### config.mk
export PLATFORM = sky130hd
export DESIGN_NAME = hvc_keyboard
export DESIGN_NICKNAME = d
export VERILOG_FILES = /design/src/hvc_kbd_pkg.sv /design/src/hvc_key_matrix.sv /design/src/hvc_scan_ctrl.sv /design/src/hvc_keyboard.sv
export SDC_FILE = /design/constraint.sdc
export NUM_CORES = 1
export LEC_CHECK = 0
export BUFFER_PORTS_ARGS = -buffer_cell sky130_fd_sc_hd__buf_2
export CORE_MARGIN = 2
export CORE_UTILIZATION = 52
export DETAILED_ROUTE_END_ITERATION = 16
export PLACE_DENSITY_LB_ADDON = 0.2
export RECOVER_POWER = 50
export SYNTH_ARGS = -nofsm -noshare
export SYNTH_HDL_FRONTEND = slang
export SYNTH_SLANG_ARGS = --single-unit
### constraint.sdc
create_clock -name i_clk -period 3.6 [get_ports i_clk]
set_clock_uncertainty 0.05 [all_clocks]
set_input_delay 0.36 -clock i_clk [delete_from_list [all_inputs] [get_ports i_clk]]
set_output_delay 0.36 -clock i_clk [all_outputs]
set_load 0.05 [all_outputs]
### src/hvc_kbd_pkg.sv
//~~~~~~~~~~~~~~~~~~~~~~~~~~~~~~~~~~~~~~~~~~~~~~~~~~~~~~~~~~~~~~~~~~~~~~~~~~
// HVC keyboard package: USB report and $4016 command types, modifier bits
// and the HID key map of the Family BASIC keyboard matrix
//~~~~~~~~~~~~~~~~~~~~~~~~~~~~~~~~~~~~~~~~~~~~~~~~~~~~~~~~~~~~~~~~~~~~~~~~~~
`default_nettype none

package hvc_kbd_pkg;

    // One HID usage code
    typedef logic [7:0] usb_keycode_t;

    // Boot protocol report without the reserved byte
    typedef struct packed {
        logic [7:0]             modifiers;
        usb_keycode_t [5:0]     keys;
    } usb_report_t;

    // Byte written to $4016
    typedef struct packed {
        logic [4:0] unused;
        logic       enable;
        logic       column;
        logic       scan_reset;
    } hvc_cmd_t;

    // Row 9 sits past the last matrix row
    typedef logic [3:0] hvc_row_t;

    // Key bits of one row and column, bit 0 maps to $4017 bit 1
    typedef logic [3:0] hvc_nibble_t;

    localparam int HVC_ROWS = 9;

    // Positions in the modifier byte
    localparam int MOD_LCTRL  = 0;
    localparam int MOD_LSHIFT = 1;
    localparam int MOD_RCTRL  = 4;
    localparam int MOD_RSHIFT = 5;

    localparam usb_keycode_t KEY_NONE = 8'h00;

    // Indexed as [row][column][bit]
    // Ctrl and Shift positions come from the modifier byte instead
    localparam usb_keycode_t HVC_KEYMAP [HVC_ROWS][2][4] = '{
        '{
            // F8 RETURN [ ]
            '{8'h41, 8'h28, 8'h2F, 8'h30},
            // STOP, yen, KANA unmapped; right Shift at bit 2
            '{KEY_NONE, KEY_NONE, KEY_NONE, KEY_NONE}
        },
        '{
            // F7 @ (on key 2) then ; with : left unmapped
            '{8'h40, 8'h1F, KEY_NONE, 8'h33},
            // - and / only
            '{KEY_NONE, 8'h2D, 8'h38, KEY_NONE}
        },
        '{
            // F6 O L K
            '{8'h3F, 8'h12, 8'h0F, 8'h0E},
            // 0 P comma and keypad dot
            '{8'h27, 8'h13, 8'h36, 8'h63}
        },
        '{
            // F5 I U J
            '{8'h3E, 8'h0C, 8'h18, 8'h0D},
            // 8 9 N M
            '{8'h25, 8'h26, 8'h11, 8'h10}
        },
        '{
            // F4 Y G H
            '{8'h3D, 8'h1C, 8'h0A, 8'h0B},
            // 6 7 V B
            '{8'h23, 8'h24, 8'h19, 8'h05}
        },
        '{
            // F3 T R D
            '{8'h3C, 8'h17, 8'h15, 8'h07},
            // 4 5 C F
            '{8'h21, 8'h22, 8'h06, 8'h09}
        },
        '{
            // F2 W S A
            '{8'h3B, 8'h1A, 8'h16, 8'h04},
            // 3 E Z X
            '{8'h20, 8'h08, 8'h1D, 8'h1B}
        },
        '{
            // F1 ESC Q and Ctrl
            '{8'h3A, 8'h29, 8'h14, KEY_NONE},
            // 2 1 GRPH (SysRq) and left Shift
            '{8'h1F, 8'h1E, 8'h46, KEY_NONE}
        },
        '{
            // Cursor right left up, CLR HOME unmapped
            '{8'h4F, 8'h50, 8'h52, KEY_NONE},
            // INS DEL (Backspace) SPACE and cursor down
            '{8'h49, 8'h2A, 8'h2C, 8'h51}
        }
    };

endpackage

`default_nettype wire

### src/hvc_key_matrix.sv
//~~~~~~~~~~~~~~~~~~~~~~~~~~~~~~~~~~~~~~~~~~~~~~~~~~~~~~~~~~~~~~~~~~~~~~~~~~
// HVC key matrix: finds which keys of one row and column are held in a
// USB boot report
//~~~~~~~~~~~~~~~~~~~~~~~~~~~~~~~~~~~~~~~~~~~~~~~~~~~~~~~~~~~~~~~~~~~~~~~~~~
`default_nettype none

module hvc_key_matrix (
    input  hvc_kbd_pkg::usb_report_t    i_report,
    input  hvc_kbd_pkg::hvc_row_t       i_row,
    input  logic                        i_column,
    output hvc_kbd_pkg::hvc_nibble_t    o_pressed
);

    import hvc_kbd_pkg::*;

    localparam int KEY_SLOTS = 6;

    // Matrix positions that follow the modifier byte
    localparam hvc_row_t ROW_CTRL   = 4'd7;
    localparam hvc_row_t ROW_LSHIFT = 4'd7;
    localparam hvc_row_t ROW_RSHIFT = 4'd0;
    localparam int BIT_CTRL   = 3;
    localparam int BIT_LSHIFT = 3;
    localparam int BIT_RSHIFT = 2;

    // True when any report slot carries a mapped code
    function automatic logic key_held(usb_report_t report, usb_keycode_t code);
        logic hit;
        hit = 1'b0;
        for (int s = 0; s < KEY_SLOTS; s++) begin
            if (report.keys[s] == code) begin
                hit = 1'b1;
            end
        end
        return hit && (code != KEY_NONE);
    endfunction

    logic        row_valid;
    hvc_row_t    row_sel;
    logic        ctrl_held;
    logic        lshift_held;
    logic        rshift_held;
    hvc_nibble_t map_hits;

    assign row_valid = (i_row < hvc_row_t'(HVC_ROWS));

    // Keep the table lookup in range past the last row
    assign row_sel = row_valid ? i_row : '0;

    // Either Ctrl key drives the single HVC Ctrl
    assign ctrl_held   = i_report.modifiers[MOD_LCTRL] | i_report.modifiers[MOD_RCTRL];
    assign lshift_held = i_report.modifiers[MOD_LSHIFT];
    assign rshift_held = i_report.modifiers[MOD_RSHIFT];

    always_comb begin
        for (int b = 0; b < 4; b++) begin
            map_hits[b] = key_held(i_report, HVC_KEYMAP[row_sel][i_column][b]);
        end

        if (row_sel == ROW_CTRL && !i_column) begin
            map_hits[BIT_CTRL] = ctrl_held;
        end
        if (row_sel == ROW_LSHIFT && i_column) begin
            map_hits[BIT_LSHIFT] = lshift_held;
        end
        if (row_sel == ROW_RSHIFT && i_column) begin
            map_hits[BIT_RSHIFT] = rshift_held;
        end
    end

    // Nothing is pressed once the scan has run off the matrix
    assign o_pressed = row_valid ? map_hits : '0;

endmodule

`default_nettype wire

### src/hvc_scan_ctrl.sv
//~~~~~~~~~~~~~~~~~~~~~~~~~~~~~~~~~~~~~~~~~~~~~~~~~~~~~~~~~~~~~~~~~~~~~~~~~~
// HVC scan control: row and column walk on $4016 writes, $4017 data byte
//~~~~~~~~~~~~~~~~~~~~~~~~~~~~~~~~~~~~~~~~~~~~~~~~~~~~~~~~~~~~~~~~~~~~~~~~~~
`default_nettype none

module hvc_scan_ctrl (
    input  logic                        i_clk,
    input  logic                        i_reset,
    input  logic                        i_wr_4016,
    input  hvc_kbd_pkg::hvc_cmd_t       i_data_4016,
    input  hvc_kbd_pkg::hvc_nibble_t    i_pressed,
    output hvc_kbd_pkg::hvc_row_t       o_row,
    output logic                        o_column,
    output logic [7:0]                  o_data_4017
);

    import hvc_kbd_pkg::*;

    // Row value once all matrix rows are read
    localparam hvc_row_t ROW_PAST = hvc_row_t'(HVC_ROWS);

    logic        enable_q;
    logic        column_q;
    hvc_row_t    row_q;
    logic        row_step;
    hvc_nibble_t nibble;

    // Column 1 -> 0 moves to the next row
    assign row_step = column_q && !i_data_4016.column;

    always_ff @(posedge i_clk) begin
        if (i_reset) begin
            enable_q <= 1'b0;
            column_q <= 1'b0;
            row_q    <= '0;
        end else if (i_wr_4016) begin
            enable_q <= i_data_4016.enable;
            if (i_data_4016.enable) begin
                if (i_data_4016.scan_reset) begin
                    column_q <= 1'b0;
                    row_q    <= '0;
                end else begin
                    column_q <= i_data_4016.column;
                    // Stops at the row past the matrix
                    if (row_step && row_q != ROW_PAST) begin
                        row_q <= row_q + 4'd1;
                    end
                end
            end
        end
    end

    // Keys read active low, idle reads all ones
    always_comb begin
        nibble = 4'hF;
        if (enable_q && row_q < ROW_PAST) begin
            nibble = ~i_pressed;
        end
    end

    assign o_data_4017 = {3'b000, nibble, 1'b0};
    assign o_row       = row_q;
    assign o_column    = column_q;

endmodule

`default_nettype wire

### src/hvc_keyboard.sv
//~~~~~~~~~~~~~~~~~~~~~~~~~~~~~~~~~~~~~~~~~~~~~~~~~~~~~~~~~~~~~~~~~~~~~~~~~~
// HVC-007 keyboard top: USB keyboard report seen as a Family BASIC keyboard
//~~~~~~~~~~~~~~~~~~~~~~~~~~~~~~~~~~~~~~~~~~~~~~~~~~~~~~~~~~~~~~~~~~~~~~~~~~
`default_nettype none

module hvc_keyboard (
    input  logic                        i_clk,
    input  logic                        i_reset,
    input  logic                        i_wr_4016,
    input  hvc_kbd_pkg::hvc_cmd_t       i_data_4016,
    input  hvc_kbd_pkg::usb_report_t    i_report,
    output logic [7:0]                  o_data_4017
);

    import hvc_kbd_pkg::*;

    // Scan position out, pressed keys back
    hvc_row_t    scan_row;
    logic        scan_column;
    hvc_nibble_t matrix_pressed;

    hvc_scan_ctrl u_scan (
        .i_clk       (i_clk),
        .i_reset     (i_reset),
        .i_wr_4016   (i_wr_4016),
        .i_data_4016 (i_data_4016),
        .i_pressed   (matrix_pressed),
        .o_row       (scan_row),
        .o_column    (scan_column),
        .o_data_4017 (o_data_4017)
    );

    // Pure lookup, so report changes reach $4017 in the same cycle
    hvc_key_matrix u_matrix (
        .i_report  (i_report),
        .i_row     (scan_row),
        .i_column  (scan_column),
        .o_pressed (matrix_pressed)
    );

endmodule

`default_nettype wire

# After elaboration in Yosys (flattened, before gate mapping)
# Memory sizes are Yosys's and may differ from the RTL's.
# Index checks and enable logic that the tools add are counted.
[totals] ff_bits=6 mem_bits_ro=1024 in_bits=67 mem_count=1
[op_classes] addsub=1 magnitude_cmp=3 eq_ne=26 mux=38 bitwise=4 reduce_logical=20
[memory_table] memory="(no name shown)" depth=16 word_bits=64 read_ports=1 rd_ports_with_merged_regs=0 write_ports=0 line="hvc_key_matrix.sv:57" text="map_hits[b] = key_held(i_report, HVC_KEYMAP[row_sel][i_column][b]);"
[op_table] cell="$eq 8x8->1" count=24
[op_table] cell="$mux 64" count=2
[op_table] cell="$mux 32" count=3
[op_table] cell="$reduce_bool 8->1" count=4
[op_table] cell="$mux 1" count=28
[op_table] cell="$mux 4" count=5
[op_table] cell="$logic_and 1x1->1" count=10
[op_table] cell="$ge 5x5->1 const B" count=1
[op_table] cell="$not 4->5" count=1
[op_table] cell="$add 4x1->4 const B" count=1
[op_table] cell="$eq 4x3->1 const B" count=1
[op_table] cell="$logic_not 4->1" count=1
[op_table] cell="$lt 4x4->1 const B" count=1
[op_table] cell="$ne 4x4->1 const B" count=1
[op_table] cell="$not 4->4" count=1
[op_table] cell="$reduce_and 3->1" count=1
[op_table] cell="$ge 2x2->1 const B" count=1
[op_table] cell="$logic_not 1->1" count=2
[op_table] cell="$not 1->2" count=1
[op_table] cell="$reduce_and 2->1" count=1
[op_table] cell="$reduce_bool 2->1" count=1
[op_table] cell="$or 1x1->1" count=1

# Logic depth before layout (Yosys ltp)
# Gate-level depths: netlist (run 1).
[depth] ltp_word=22 depth_mapped=17 mapped_depth_nobuf=15

# Cells and area by module
# Synthesis (run 1) repeated with hierarchy kept, for this count alone.
[hier_totals] cells_unflattened=508 area_unflattened_um2=3696.0
[modules_own_cells] module="hvc_key_matrix" n_inst=1 cells_each=458 area_per_inst_um2=3281.9
[modules_own_cells] module="hvc_scan_ctrl" n_inst=1 cells_each=50 area_per_inst_um2=414.1

# Worst setup path before layout (run 1)
# No wires, ideal clock.
[synth_path] kind="reg2out" startpoint="register u_scan.row_q[0], in the netlist u_scan.o_row[0]" endpoint="output o_data_4017[1]" t_arrival_ps=4244 required_time_ps=3190 slack_ps=-1054 stages_incl_launch_ff=18 path_buffers=2 cell_sequence="dfxtp_1 clkbuf_1 inv_1 ha_1 nand2b_1 nand2_1 nand2_1 inv_1 ha_1 mux2_2 a221o_1 buf_2 xor2_1 nor2_1 nor4b_1 o21ai_1 a31oi_1 o31ai_1"
[synth_via] elab_chain_len=20
[synth_rtl] item="start, declared" line="hvc_scan_ctrl.sv:24" text="hvc_row_t row_q;"
[synth_rtl] item="start signal, assigned" line="hvc_scan_ctrl.sv:46" text="row_q <= row_q + 4'd1;"
[synth_rtl] item="$lt 4x4->1" line="hvc_key_matrix.sv:45, hvc_scan_ctrl.sv:56"
[synth_rtl] item="$mux 4" line="hvc_key_matrix.sv:48" text="assign row_sel = row_valid ? i_row : '0;"
[synth_rtl] item="$not 4->5 (implied by the code)" line="hvc_key_matrix.sv:57"
[synth_rtl] item="$mem_v2 16x64"
[synth_rtl] item="$mux 64 (2 in series)"
[synth_rtl] item="$mux 32 (implied by the code) (2 in series)" line="hvc_key_matrix.sv:57"
[synth_rtl] item="$mux 32"
[synth_rtl] item="$eq 8x8->1" line="hvc_key_matrix.sv:31" text="if (report.keys[s] == code) begin"
[synth_rtl] item="$mux 1 (6 in series)" line="hvc_key_matrix.sv:31"
[synth_rtl] item="$logic_and 1x1->1" line="hvc_key_matrix.sv:35" text="return hit && (code != KEY_NONE);"
[synth_rtl] item="$mux 4" line="hvc_key_matrix.sv:72" text="assign o_pressed = row_valid ? map_hits : '0;"
[synth_rtl] item="$not 4->4" line="hvc_scan_ctrl.sv:57" text="nibble = ~i_pressed;"
[synth_rtl] item="$mux 4 *" line="hvc_scan_ctrl.sv:56" text="if (enable_q && row_q < ROW_PAST) begin"
[synth_rtl] item="end, declared" line="hvc_keyboard.sv:12" text="output logic [7:0] o_data_4017"
# Mark *: on every way between the ends. The rest lies on a longest branch, timed or not. The select of a mux whose other input is x is not followed.

# Final worst setup path (run 1)
[layout_path] startpoint="register u_scan.row_q[1], in the netlist u_scan.o_row[1]" endpoint="output o_data_4017[1]"
# The elaborated chain is that of the path after synthesis.

==> results.txt, run 1 <==
result of the run: finished, violations left
violated checks: negative setup slack
Finish-stage setup viols: 4
proportion of synthesized chip area in sequential cells: 0.0342
die area: 0.00742 mm²
Internal Power: 0.000271 W
clk_lat worst skew: 0.24 ns
number of nets with antenna violations after detailed routing: 0
violation count after the first detailed-route iteration: 369
most common cell after layout, fill and taps aside: sky130_fd_sc_hd__xor2_1
starting utilization of the core area: 0.546
post-route core utilization: 0.774
data arrival time of the critical path: 3.45 ns
fill count: 452
proportion of total power due to net switching: 0.436
worst min-delay path class: in -> reg
leading cell types in the layout, fill and taps excluded: sky130_fd_sc_hd__xor2_1, sky130_fd_sc_hd__buf_4, sky130_fd_sc_hd__xnor2_1
ports placed on the boundary: 75
timing startpoint of the critical path: u_scan.o_row[1]
peak supply drop: 0.207 mV
Critical-path top delay cell: sky130_fd_sc_hd__or4_4
peak clock frequency supported by timing: 0.259 GHz
PnR Total Power: 0.000481 W
Static Leakage: 2.01 nW
crit path setup slack, layout: -0.261 ns
count of buffer and inverter cells on the critical path: 4
Fin Hold WS: 0.295 ns
proportion of power drawn by flip-flops and latches: 0.144
Met3 Routed Length: 1.11 mm
Vert. Die Dim: 86.2 µm
Crit. End Element: primary output
relative max-transition margin: 0.387
antenna violations before repair: 0
Reg2Reg Launch Point: u_scan.o_column
min cycle time layout: 3.86 ns
fraction of layout cells with a size suffix above 1: 0.405
power spent charging and discharging nets: 0.000210 W
Period Utilization, post-route: 1.07
number of levels in the clock H-tree: 1
total global routing overflow: 0
global-route wire length before repair: 21.4 mm
Final Routed Wirelength: 14.3 mm
Horiz. Die Dim: 86.2 µm
HPWL Detailed: 10.1 mm
count of flip-flops with a built-in enable after synthesis: 0
maximum capacitance violations: 0
top routing layer used: met4
Worst-Margin Slew: 0.911 ns
mean cell area of the mapped netlist: 7.68 µm²
Top FF cell, synth: sky130_fd_sc_hd__dfxtp_1
number of core rows: 29
Post-Syn Area: 0.00351 mm²
count of inserted antenna diode cells: 0
Max Buffers Root-to-Sink: 2
warnings from Yosys: 0
number of buffers inserted by port buffering: 61
Worst Path Class, Setup: reg -> out
ordered list of cells on the worst path: inv_2 > ha_4 > nand2b_4 > nand2_4 > nand2_4 > inv_4 > ha_4 > and4b_4 > nor3_4 > buf_12 > xnor2_2 > or4_4 > nor4_4 > a22oi_2 > a211oi_2 > o31ai_4 > buf_6
total met2 wirelength after detailed routing: 6.73 mm
Critical Path Max Stage Delay: 0.55 ns
DR pass1 iterations: 5
share of total power in combinational logic: 0.629
number of distinct library cell variants in the gate-level netlist after synthesis: 74
critical path launch point type: flop
Final Wtd Congestion: 0.958
wire length on met1: 5.71 mm
pin count of the biggest net entering global routing: 20
fraction of synthesis flops using an asynchronous set or reset pin: 0
clock edge transition at the registers on the reported setup and hold paths: 0.04 ns
Worst path top cell family by delay: simple AND/OR/NAND/NOR gates
clock root buffer: sky130_fd_sc_hd__clkbuf_8
routed via count: 4,261
synth-to-layout area growth: 41.7%
number of pins exceeding their max-slew limit in the final report: 0
post-synthesis register bit count: 6
setup repair after global routing missed its margin: true
Hold Crit Start: i_reset
number of sinks driven by the clock tree: 6
power per cell area: 96.8 mW/mm²
top fanout value on the critical path: 6
core footprint: 0.00642 mm²
average detailed-routed wire length per instance: 21.5 µm
clock tree from TritonCTS: done
clock buffers created by TritonCTS: 3
via count of the first global-routing pass: 4,038
Final #Nets: 669
CP required: 3.19 ns
post-route DRC violation count: 0
global routing usage summed across all routing layers: 0.368
final total negative setup slack: -0.438 ns
vias per inst: 6.41
share of total power in the clock network: 0.227
Post-Synthesis Cells: 457
number of hold-slack violations in the final timing report: 0
[repair_timing]
item	CTS	global route
hold buffers	0	0
cloned	0	0
setup buffers	21	10
setup endpoints to repair	4	4
pin swaps	19	14
hold endpoints to repair	0	0
gates resized for setup	52	21
[worst register-to-register path, delay by kind of cell, from the launching register on]
family / cells / cell delay (ns)
AND/OR/NAND/NOR: 3 / 1.06
flip-flops: 1 / 0.63
buffers and inverters: 3 / 0.54
XOR/XNOR: 1 / 0.17
[sequential cells by signal, summed over array words and instances (netlist names)]
signal,flops
u_scan.enable_q,1
u_scan.o_column,1
u_scan.o_row,4
[power by group through the flow]
stage / logic (W) / registers (W) / clock network [W]
after floorplan: 0.000163 / 0.0000694 / 0
after global placement: 0.000265 / 0.0000704 / 0
after detailed placement: 0.000273 / 0.0000704 / 0
after CTS: 0.000289 / 0.0000694 / 0.000108
after global routing: 0.000321 / 0.0000696 / 0.000114
final: 0.000303 / 0.0000696 / 0.000109
[cell families (layout without fill, tap and decap cells)]
group                      Yosys count  count (layout)  share of synthesized area
and+or+nand+nor                    141             141                      0.244
buffers and inverters               43             171                     0.0610
DFF                                  6               6                     0.0342
xor gates and xnor gates           165             165                      0.412
AOI/OAI and AO/OA                   83              83                      0.188
adders and majority gates           12              12                     0.0428
other                                1               4                    0.00107
muxes                                6               6                     0.0175
[metrics by stage]
stage / cells / setup WS (ns) / cell area (µm²)
final: 665 / -0.261 / 4970
after global routing: 665 / -0.384 / 4970
after CTS: 655 / -0.148 / 4800
after detailed placement: 631 / -0.138 / 4350
after global placement: 631 / -0.102 / 4350
after floorplan: 460 / -0.0746 / 3600
[cell type report]
type	count	area, µm²	area share
clock buffers	3	41.3	0.00830
inverters	11	43.8	0.00881
multi-input cells	411	3530	0.709
flip-flops and latches	6	124	0.0249
well taps	77	96.3	0.0194
repair buffers	157	1140	0.229
[synth_stat cells (all sizes together) (3+ instances only)]
library cell	instances	area [µm²]
xor2	104	911
xnor2	61	534
nor3	24	131
a21oi	21	120
buf	19	123
nor2	17	63.8
nor4	17	128
nand2	16	60.1
nand3	15	75.1
clkbuf	13	50.0
or4	13	101
ha	12	150
o21ai	12	60.1
a31oi	11	93.8
inv	11	41.3
nand4	8	50.1
dfxtp	6	120
a211oi	5	52.6
a21o	5	37.5
mux2i	5	50.1
nand2b	4	25.0
nor2b	4	25.0
nor3b	4	30.0
a22oi	3	22.5
o22ai	3	25.0
[final timing paths]
kind                           to  slack, ns  cells after the start
setup / recovery   o_data_4017[1]      -0.26                     17
hold / removal    u_scan.o_row[1]       0.30                      2
setup reg to reg  u_scan.o_row[3]       1.02                      7
hold reg to reg   u_scan.enable_q       0.44                      2
[layer usage]
metal  global-route usage  vias to the layer above
li1                     -                     1882
met1                0.459                     2030
met2                0.636                      274
met3               0.0404                       75
met4                0.160                        0
met5                    0                        -
No activity file was read; power rests on OpenSTA's default activity.
==> run 2: changes to the inputs <==
--- a/config.mk
+++ b/config.mk
@@ -5,9 +5,10 @@
 export SDC_FILE = /design/constraint.sdc
 export NUM_CORES = 1
 export LEC_CHECK = 0
+export ABC_AREA = 1
 export BUFFER_PORTS_ARGS = -buffer_cell sky130_fd_sc_hd__buf_2
 export CORE_MARGIN = 2
-export CORE_UTILIZATION = 52
+export CORE_UTILIZATION = 53
 export DETAILED_ROUTE_END_ITERATION = 16
 export PLACE_DENSITY_LB_ADDON = 0.2
 export RECOVER_POWER = 50
==> run 2 against run 1 <==
The flow now finishes without violations. Sequential power increased by 2%. Synthesized cell count increased by 71%. Cell area down 6.8%. Setup slack improved by 0.34 ns. Clock power is 6% lower. Global-route usage up 4.9 points. Sequential share of layout area increased by 0.13 points. Power increased by 89%. Critical path type unchanged. Largest cell class unchanged. Largest power group unchanged.
==> results.txt, run 2 <==
result of the run: finished clean
Period Utilization, post-route: 0.979
peak supply drop: 0.271 mV
CP required: 3.19 ns
proportion of synthesized chip area in sequential cells: 0.0309
global-route wire length before repair: 25.5 mm
number of core rows: 31
Crit. End Element: primary output
cell taking the most area after synthesis: sky130_fd_sc_hd__nand2_1
synth-to-layout area growth: 19.2%
count of flip-flops with a built-in enable after synthesis: 0
largest family of logic cells by synthesized area: simple AND/OR/NAND/NOR gates
clk_lat worst skew: 0.22 ns
post-route core utilization: 0.646
Final Wtd Congestion: 1.10
clock tree from TritonCTS: done
clock root buffer: sky130_fd_sc_hd__clkbuf_8
Horiz. Die Dim: 89.7 µm
post-synthesis share of cell area spent on xor and xnor gates: 0.0698
mean cell area of the mapped netlist: 4.99 µm²
peak-usage layer in the global routing report: met2
power spent charging and discharging nets: 0.000540 W
number of nets with antenna violations after detailed routing: 0
Post-Syn Area: 0.00389 mm²
leading cell types in the layout, fill and taps excluded: sky130_fd_sc_hd__nand2_1, sky130_fd_sc_hd__nand3_1, sky130_fd_sc_hd__inv_1
Reg2Reg Launch Point: u_scan.o_row[0]
core footprint: 0.00718 mm²
clock edge transition at the registers on the reported setup and hold paths: 0.04 ns
most common cell after layout, fill and taps aside: sky130_fd_sc_hd__nand2_1
warnings from Yosys: 0
number of sinks driven by the clock tree: 6
number of levels in the clock H-tree: 1
proportion of power drawn by flip-flops and latches: 0.078
worst min-delay path class: in -> reg
fraction of layout cells with a size suffix above 1: 0.205
multiplexer area fraction after synthesis: 0
fraction of synthesis flops using an asynchronous set or reset pin: 0
ranking of synthesized cells by area: sky130_fd_sc_hd__nand2_1, sky130_fd_sc_hd__nand3_1, sky130_fd_sc_hd__inv_1
Hold Crit Start: i_reset
top fanout value on the critical path: 8
critical path launch point type: flop
ports placed on the boundary: 75
number of flip-flops in the largest register: 4
Static Leakage: 2.51 nW
share of total power in combinational logic: 0.810
Top FF cell, synth: sky130_fd_sc_hd__dfxtp_1
PnR Total Power: 0.000912 W
pin count of the biggest net entering global routing: 25
post-route DRC violation count: 0
most frequent cell after synthesis: sky130_fd_sc_hd__nand2_1
Finish-stage setup viols: 0
met1 capacity usage during global routing: 0.561
CTS hold repair buffers: 0
vias per inst: 6.01
power per cell area: 197 mW/mm²
Final Routed Wirelength: 17.2 mm
met3 usage in global routing: 0.127
met2 Use GR: 0.635
Vert. Die Dim: 89.7 µm
Internal Power: 0.000372 W
count of inserted antenna diode cells: 0
routed via count: 5,764
timing startpoint of the critical path: u_scan.o_row[1]
DR pass1 iterations: 7
data arrival time of the critical path: 3.12 ns
worst reg-to-reg setup slack: 1.98 ns
antenna violations before repair: 1
violation count after the first detailed-route iteration: 681
share of total power in the clock network: 0.112
post-synthesis share of cell area spent on full adders, half adders and majority gates: 0.0386
number of distinct library cell variants in the gate-level netlist after synthesis: 39
starting utilization of the core area: 0.542
number of pins exceeding their max-slew limit in the final report: 0
most numerous cell types in the synthesized netlist: sky130_fd_sc_hd__nand2_1, sky130_fd_sc_hd__nand3_1, sky130_fd_sc_hd__inv_1
Synth Area in Compound Gates: 0.139
HPWL Detailed: 13.8 mm
via count of the first global-routing pass: 4,963
number of buffers inserted by port buffering: 61
average detailed-routed wire length per instance: 17.9 µm
Final #Nets: 941
clock buffers created by TritonCTS: 3
peak clock frequency supported by timing: 0.284 GHz
post-synthesis register bit count: 6
Max Buffers Root-to-Sink: 2
Post-Synthesis Cells: 780
total global routing overflow: 0
die area: 0.00804 mm²
global routing usage summed across all routing layers: 0.417
proportion of total power due to net switching: 0.592
maximum capacitance violations: 0
number of hold-slack violations in the final timing report: 0
top-area cell type share of the netlist area: 0.265
Worst Path Class, Setup: reg -> out
simple-gate share of the synthesized area: 0.611
min cycle time layout: 3.53 ns
[run 2: cell types whose count changed in the layout (fill, tap and decap cells not counted), sizes merged, moves of 15 or more]
| cell | delta |
|---|---|
| nand2 | +286 |
| nand3 | +108 |
| inv | +80 |
| buf | -73 |
| xor2 | -73 |
| nor2 | +61 |
| xnor2 | -61 |
| o21ai | +26 |
| nor4 | -16 |
| a21oi | +15 |
[run 2: path summary, 6_finish.rpt]
path | endpoint | cells after the start
max reg2reg | u_scan.o_row[3] | 8
min | u_scan.enable_q | 2
max | o_data_4017[2] | 19
min reg2reg | u_scan.enable_q | 2
[run 2: logic make-up (layout without fill, tap and decap cells)]
kind of cell,count (synthesis),count (layout)
AO/OA/AOI/OAI,95,95
XOR/XNOR,31,31
adder cells (fa/ha/maj),12,12
buffers and inverters,104,180
flip-flops,6,6
other,1,4
AND/OR/NAND/NOR,531,532
[run 2: per-layer routing]
| metal | share of wire | wire length [µm] | vias up |
|---|---|---|---|
| li1 | - | - | 2702 |
| met1 | 0.40 | 6830 | 2523 |
| met2 | 0.42 | 7250 | 456 |
| met3 | 0.14 | 2450 | 83 |
| met4 | 0.039 | 676 | 0 |
| met5 | 0 | 0 | - |
[run 2: final cells by class]
class / instances / area [µm²]
multi-input cells: 674 / 3500
clock buffers: 3 / 41.3
fillers: 736 / 2540
well taps: 99 / 124
flip-flops and latches: 6 / 121
repair buffers: 85 / 498
inverters: 92 / 348
[run 2: what timing repair did]
item | 4_1_cts | 5_1_grt
pin swaps | 0 | 3
setup endpoints to repair | 4 | 4
gates cloned | 0 | 1
gates resized for setup | 8 | 34
hold endpoints to repair | 0 | 0
setup buffers | 0 | 5
[run 2: metrics by stage]
stage	worst slack [ns]	instances	setup TNS (ns)	hold WS (ns)	area [µm²]
final	0.0743	959	0	0.296	4640
after global routing	-0.0610	959	-0.173	0.293	4640
after CTS	0.00157	953	0	0.288	4460
after detailed placement	0.152	950	0	0.424	4390
after global placement	0.250	950	0	0.397	4390
after floorplan	0.277	783	0	0.379	3900
[run 2: power groups by stage]
stage	Combinational [W]	Clock [W]	Sequential, W
after global routing	0.000795	0.000106	0.0000713
after global placement	0.000656	0	0.0000717
after floorplan	0.000443	0	0.0000723
final	0.000739	0.000102	0.0000713
after CTS	0.000677	0.000103	0.0000711
after detailed placement	0.000668	0	0.0000721
[run 2: critical path: stages, from the launching register on]
cell                      delay (ns)
sky130_fd_sc_hd__dfxtp_1        0.34
sky130_fd_sc_hd__inv_2          0.07
sky130_fd_sc_hd__ha_2           0.20
sky130_fd_sc_hd__nand2_1        0.08
sky130_fd_sc_hd__nand2_2        0.08
sky130_fd_sc_hd__nand2_4        0.13
sky130_fd_sc_hd__inv_1          0.08
sky130_fd_sc_hd__buf_4          0.15
sky130_fd_sc_hd__ha_1           0.19
sky130_fd_sc_hd__inv_1          0.09
sky130_fd_sc_hd__nor2_1         0.07
sky130_fd_sc_hd__o21ai_2        0.27
sky130_fd_sc_hd__nand2_2        0.20
sky130_fd_sc_hd__nand2_1        0.11
sky130_fd_sc_hd__nand4_1        0.12
sky130_fd_sc_hd__nor3_2         0.27
sky130_fd_sc_hd__nor2_1         0.08
sky130_fd_sc_hd__nand3_1        0.08
sky130_fd_sc_hd__nand2_1        0.06
sky130_fd_sc_hd__buf_2          0.21
==> run 3: changes to the inputs <==
--- a/config.mk
+++ b/config.mk
@@ -14,4 +14,5 @@
 export RECOVER_POWER = 50
 export SYNTH_ARGS = -nofsm -noshare
 export SYNTH_HDL_FRONTEND = slang
+export SYNTH_HIERARCHICAL = 1
 export SYNTH_SLANG_ARGS = --single-unit
==> run 3 against run 2 <==
Utilization fell by 0.49 points. Power grew 2.8%. Cell count rose by 4.7%. Setup slack improved by 0.0083 ns. Wire length is 2.2% higher. Global-route usage down 2.1 points. Sequential share of layout area fell by 0.16 points. Critical endpoint is now o_data_4017[3]. Largest power group unchanged. Highest routed layer unchanged.
==> results.txt, run 3 <==
result of the run: finished clean
Hold Crit Start: i_reset
Crit. End Element: primary output
clock edge transition at the registers on the reported setup and hold paths: 0.03 ns
HPWL Detailed: 13.9 mm
maximum capacitance violations: 0
total met2 wirelength after detailed routing: 7.54 mm
Top FF cell, synth: sky130_fd_sc_hd__dfxtp_1
fraction of synthesis flops using an asynchronous set or reset pin: 0
vias per inst: 5.87
top-area cell type share of the netlist area: 0.262
violation count after the first detailed-route iteration: 821
Internal Power: 0.000387 W
proportion of synthesized chip area in sequential cells: 0.0288
top routing layer used: met4
pin count of the biggest net entering global routing: 23
number of levels in the clock H-tree: 1
leading cell types in the layout, fill and taps excluded: sky130_fd_sc_hd__nand2_1, sky130_fd_sc_hd__nand3_1, sky130_fd_sc_hd__nor2_1
timing startpoint of the critical path: u_scan/o_row[0]
worst min-delay path class: in -> reg
share of total power in the clock network: 0.109
proportion of power drawn by flip-flops and latches: 0.077
Met3 Routed Length: 2.57 mm
average detailed-routed wire length per instance: 17.5 µm
worst-case hold path end point: u_scan/o_row[2]
cell area reported after detailed placement: 0.00470 mm²
Period Utilization, post-route: 0.977
Worst-Margin Slew: 0.514 ns
count of flip-flops with a built-in enable after synthesis: 0
most common cell after layout, fill and taps aside: sky130_fd_sc_hd__nand2_1
antenna violations before repair: 0
proportion of total power due to net switching: 0.587
DR pass1 iterations: 10
CP required: 3.19 ns
global-route wire length before repair: 27.0 mm
Post-Synthesis Cells: 816
number of pins exceeding their max-slew limit in the final report: 0
worst reg-to-reg setup slack: 2.12 ns
Final #Nets: 983
ranking of synthesized cells by area: sky130_fd_sc_hd__nand2_1, sky130_fd_sc_hd__nand3_1, sky130_fd_sc_hd__nor2_1
CTS hold repair buffers: 0
routed via count: 5,893
number of distinct library cell variants in the gate-level netlist after synthesis: 41
global routing usage summed across all routing layers: 0.397
number of sinks driven by the clock tree: 6
endpoint of the worst register-to-register path: u_scan/o_row[2]
crit path setup slack, layout: 0.0825 ns
relative max-transition margin: 0.657
wire length on met1: 6.96 mm
starting utilization of the core area: 0.543
total global routing overflow: 0
post-synthesis register bit count: 6
cell taking the most area after synthesis: sky130_fd_sc_hd__nand2_1
via count of the first global-routing pass: 5,231
core footprint: 0.00769 mm²
final total negative setup slack: 0 ns
pre-CTS WS: 0.0986 ns
die area: 0.00861 mm²
post-route DRC violation count: 0
Worst Path Class, Setup: reg -> out
most frequent cell after synthesis: sky130_fd_sc_hd__nand2_1
number of hold-slack violations in the final timing report: 0
mean cell area of the mapped netlist: 5.12 µm²
peak clock frequency supported by timing: 0.284 GHz
Max Buffers Root-to-Sink: 2
Vert. Die Dim: 92.8 µm
synth-to-layout area growth: 18.0%
top fanout value on the critical path: 9
worst reg-to-reg path cell count: 8
clock root buffer: sky130_fd_sc_hd__clkbuf_8
power per cell area: 190 mW/mm²
Static Leakage: 2.68 nW
count of cells along the worst hold path: 2
warnings from Yosys: 6
Final Wtd Congestion: 1.13
number of core rows: 32
share of total power in combinational logic: 0.813
most numerous cell types in the synthesized netlist: sky130_fd_sc_hd__nand2_1, sky130_fd_sc_hd__nand3_1, sky130_fd_sc_hd__nor2_1
number of nets with antenna violations after detailed routing: 0
count of inserted antenna diode cells: 0
PnR Total Power: 0.000937 W
Post-Syn Area: 0.00418 mm²
peak supply drop: 0.223 mV
clock buffers created by TritonCTS: 3
final non-filler cell area: 0.00493 mm²
number of buffers inserted by port buffering: 61
Horiz. Die Dim: 92.8 µm
number of flip-flops in the largest register: 4
Final Routed Wirelength: 17.6 mm
Reg2Reg Launch Point: u_scan/o_row[1]
clk_lat worst skew: 0.23 ns
critical path launch point type: flop
Finish-stage setup viols: 0
fraction of layout cells with a size suffix above 1: 0.210
data arrival time of the critical path: 3.11 ns
power spent charging and discharging nets: 0.000551 W
ports placed on the boundary: 75
clock tree from TritonCTS: done
min cycle time layout: 3.52 ns
==> run 3: kinds of logic after synthesis <==
logic type,count (synthesis),share of synthesized area
buffers and inverters,113,0.117
other,1,0.000898
AO/OA/AOI/OAI,80,0.119
flip-flops,6,0.0288
adder cells (fa/ha/maj),12,0.0359
XOR/XNOR,35,0.0734
AND/OR/NAND/NOR,569,0.625
==> run 3: critical path: stages, from the launching register on <==
cell	delay, ns
sky130_fd_sc_hd__dfxtp_1	0.33
sky130_fd_sc_hd__buf_4	0.20
sky130_fd_sc_hd__nand2_4	0.10
sky130_fd_sc_hd__inv_1	0.14
sky130_fd_sc_hd__ha_1	0.20
sky130_fd_sc_hd__inv_1	0.07
sky130_fd_sc_hd__nand2_2	0.11
sky130_fd_sc_hd__nand4_2	0.28
sky130_fd_sc_hd__nand2_4	0.24
sky130_fd_sc_hd__nand2_1	0.07
sky130_fd_sc_hd__a21oi_1	0.27
sky130_fd_sc_hd__nand3_1	0.15
sky130_fd_sc_hd__nand3_1	0.11
sky130_fd_sc_hd__o21ai_1	0.10
sky130_fd_sc_hd__a21oi_2	0.23
sky130_fd_sc_hd__nand2_1	0.09
sky130_fd_sc_hd__buf_6	0.18
==> run 3: per-layer routing <==
metal | up-vias | global-route usage
li1 | 2780 | -
met1 | 2614 | 0.550
met3 | 66 | 0.0496
met4 | 0 | 0.115
met2 | 433 | 0.640
met5 | - | 0
==> run 3: what timing repair did <==
action / in CTS / in global routing
pin swaps: 0 / 11
cloned: 0 / 0
gates resized for setup: 5 / 32
endpoints found under the setup margin: 4 / 4
setup buffers: 0 / 7
==> run 3: stage by stage <==
step | hold slack [ns] | instances | utilization
5_1_grt | 0.325 | 1004 | 0.641
2_1_floorplan | 0.372 | 819 | -
6_report | 0.314 | 1004 | 0.641
3_5_place_dp | 0.415 | 994 | 0.611
3_3_place_gp | 0.394 | 994 | 0.611
4_1_cts | 0.296 | 997 | 0.619
==> run 3: how the worst max path moves through the flow <==
stage | slack (ns) | to | cells after the start
floorplan | 0.41 | o_data_4017[4] | 20
global placement | 0.13 | o_data_4017[2] | 18
detailed placement | 0.1 | o_data_4017[2] | 18
CTS | 0.03 | o_data_4017[3] | 19
global route | -0.04 | o_data_4017[3] | 18
finish | 0.08 | o_data_4017[3] | 16
==> run 3: cell type report <==
class	count	area (µm²)
clock buffers	3	41.3
fillers	765	2760
inverters	100	378
multi-input cells	700	3700
flip-flops and latches	6	121
well taps	102	128
repair buffers	93	559
==> run 3: power groups by stage <==
stage | clock [W] | combinational [W] | sequential [W]
after floorplan | 0 | 0.000469 | 0.0000739
after global placement | 0 | 0.000682 | 0.0000732
after detailed placement | 0 | 0.000694 | 0.0000734
after CTS | 0.000104 | 0.000701 | 0.0000726
after global routing | 0.000107 | 0.000822 | 0.0000730
final | 0.000102 | 0.000763 | 0.0000725
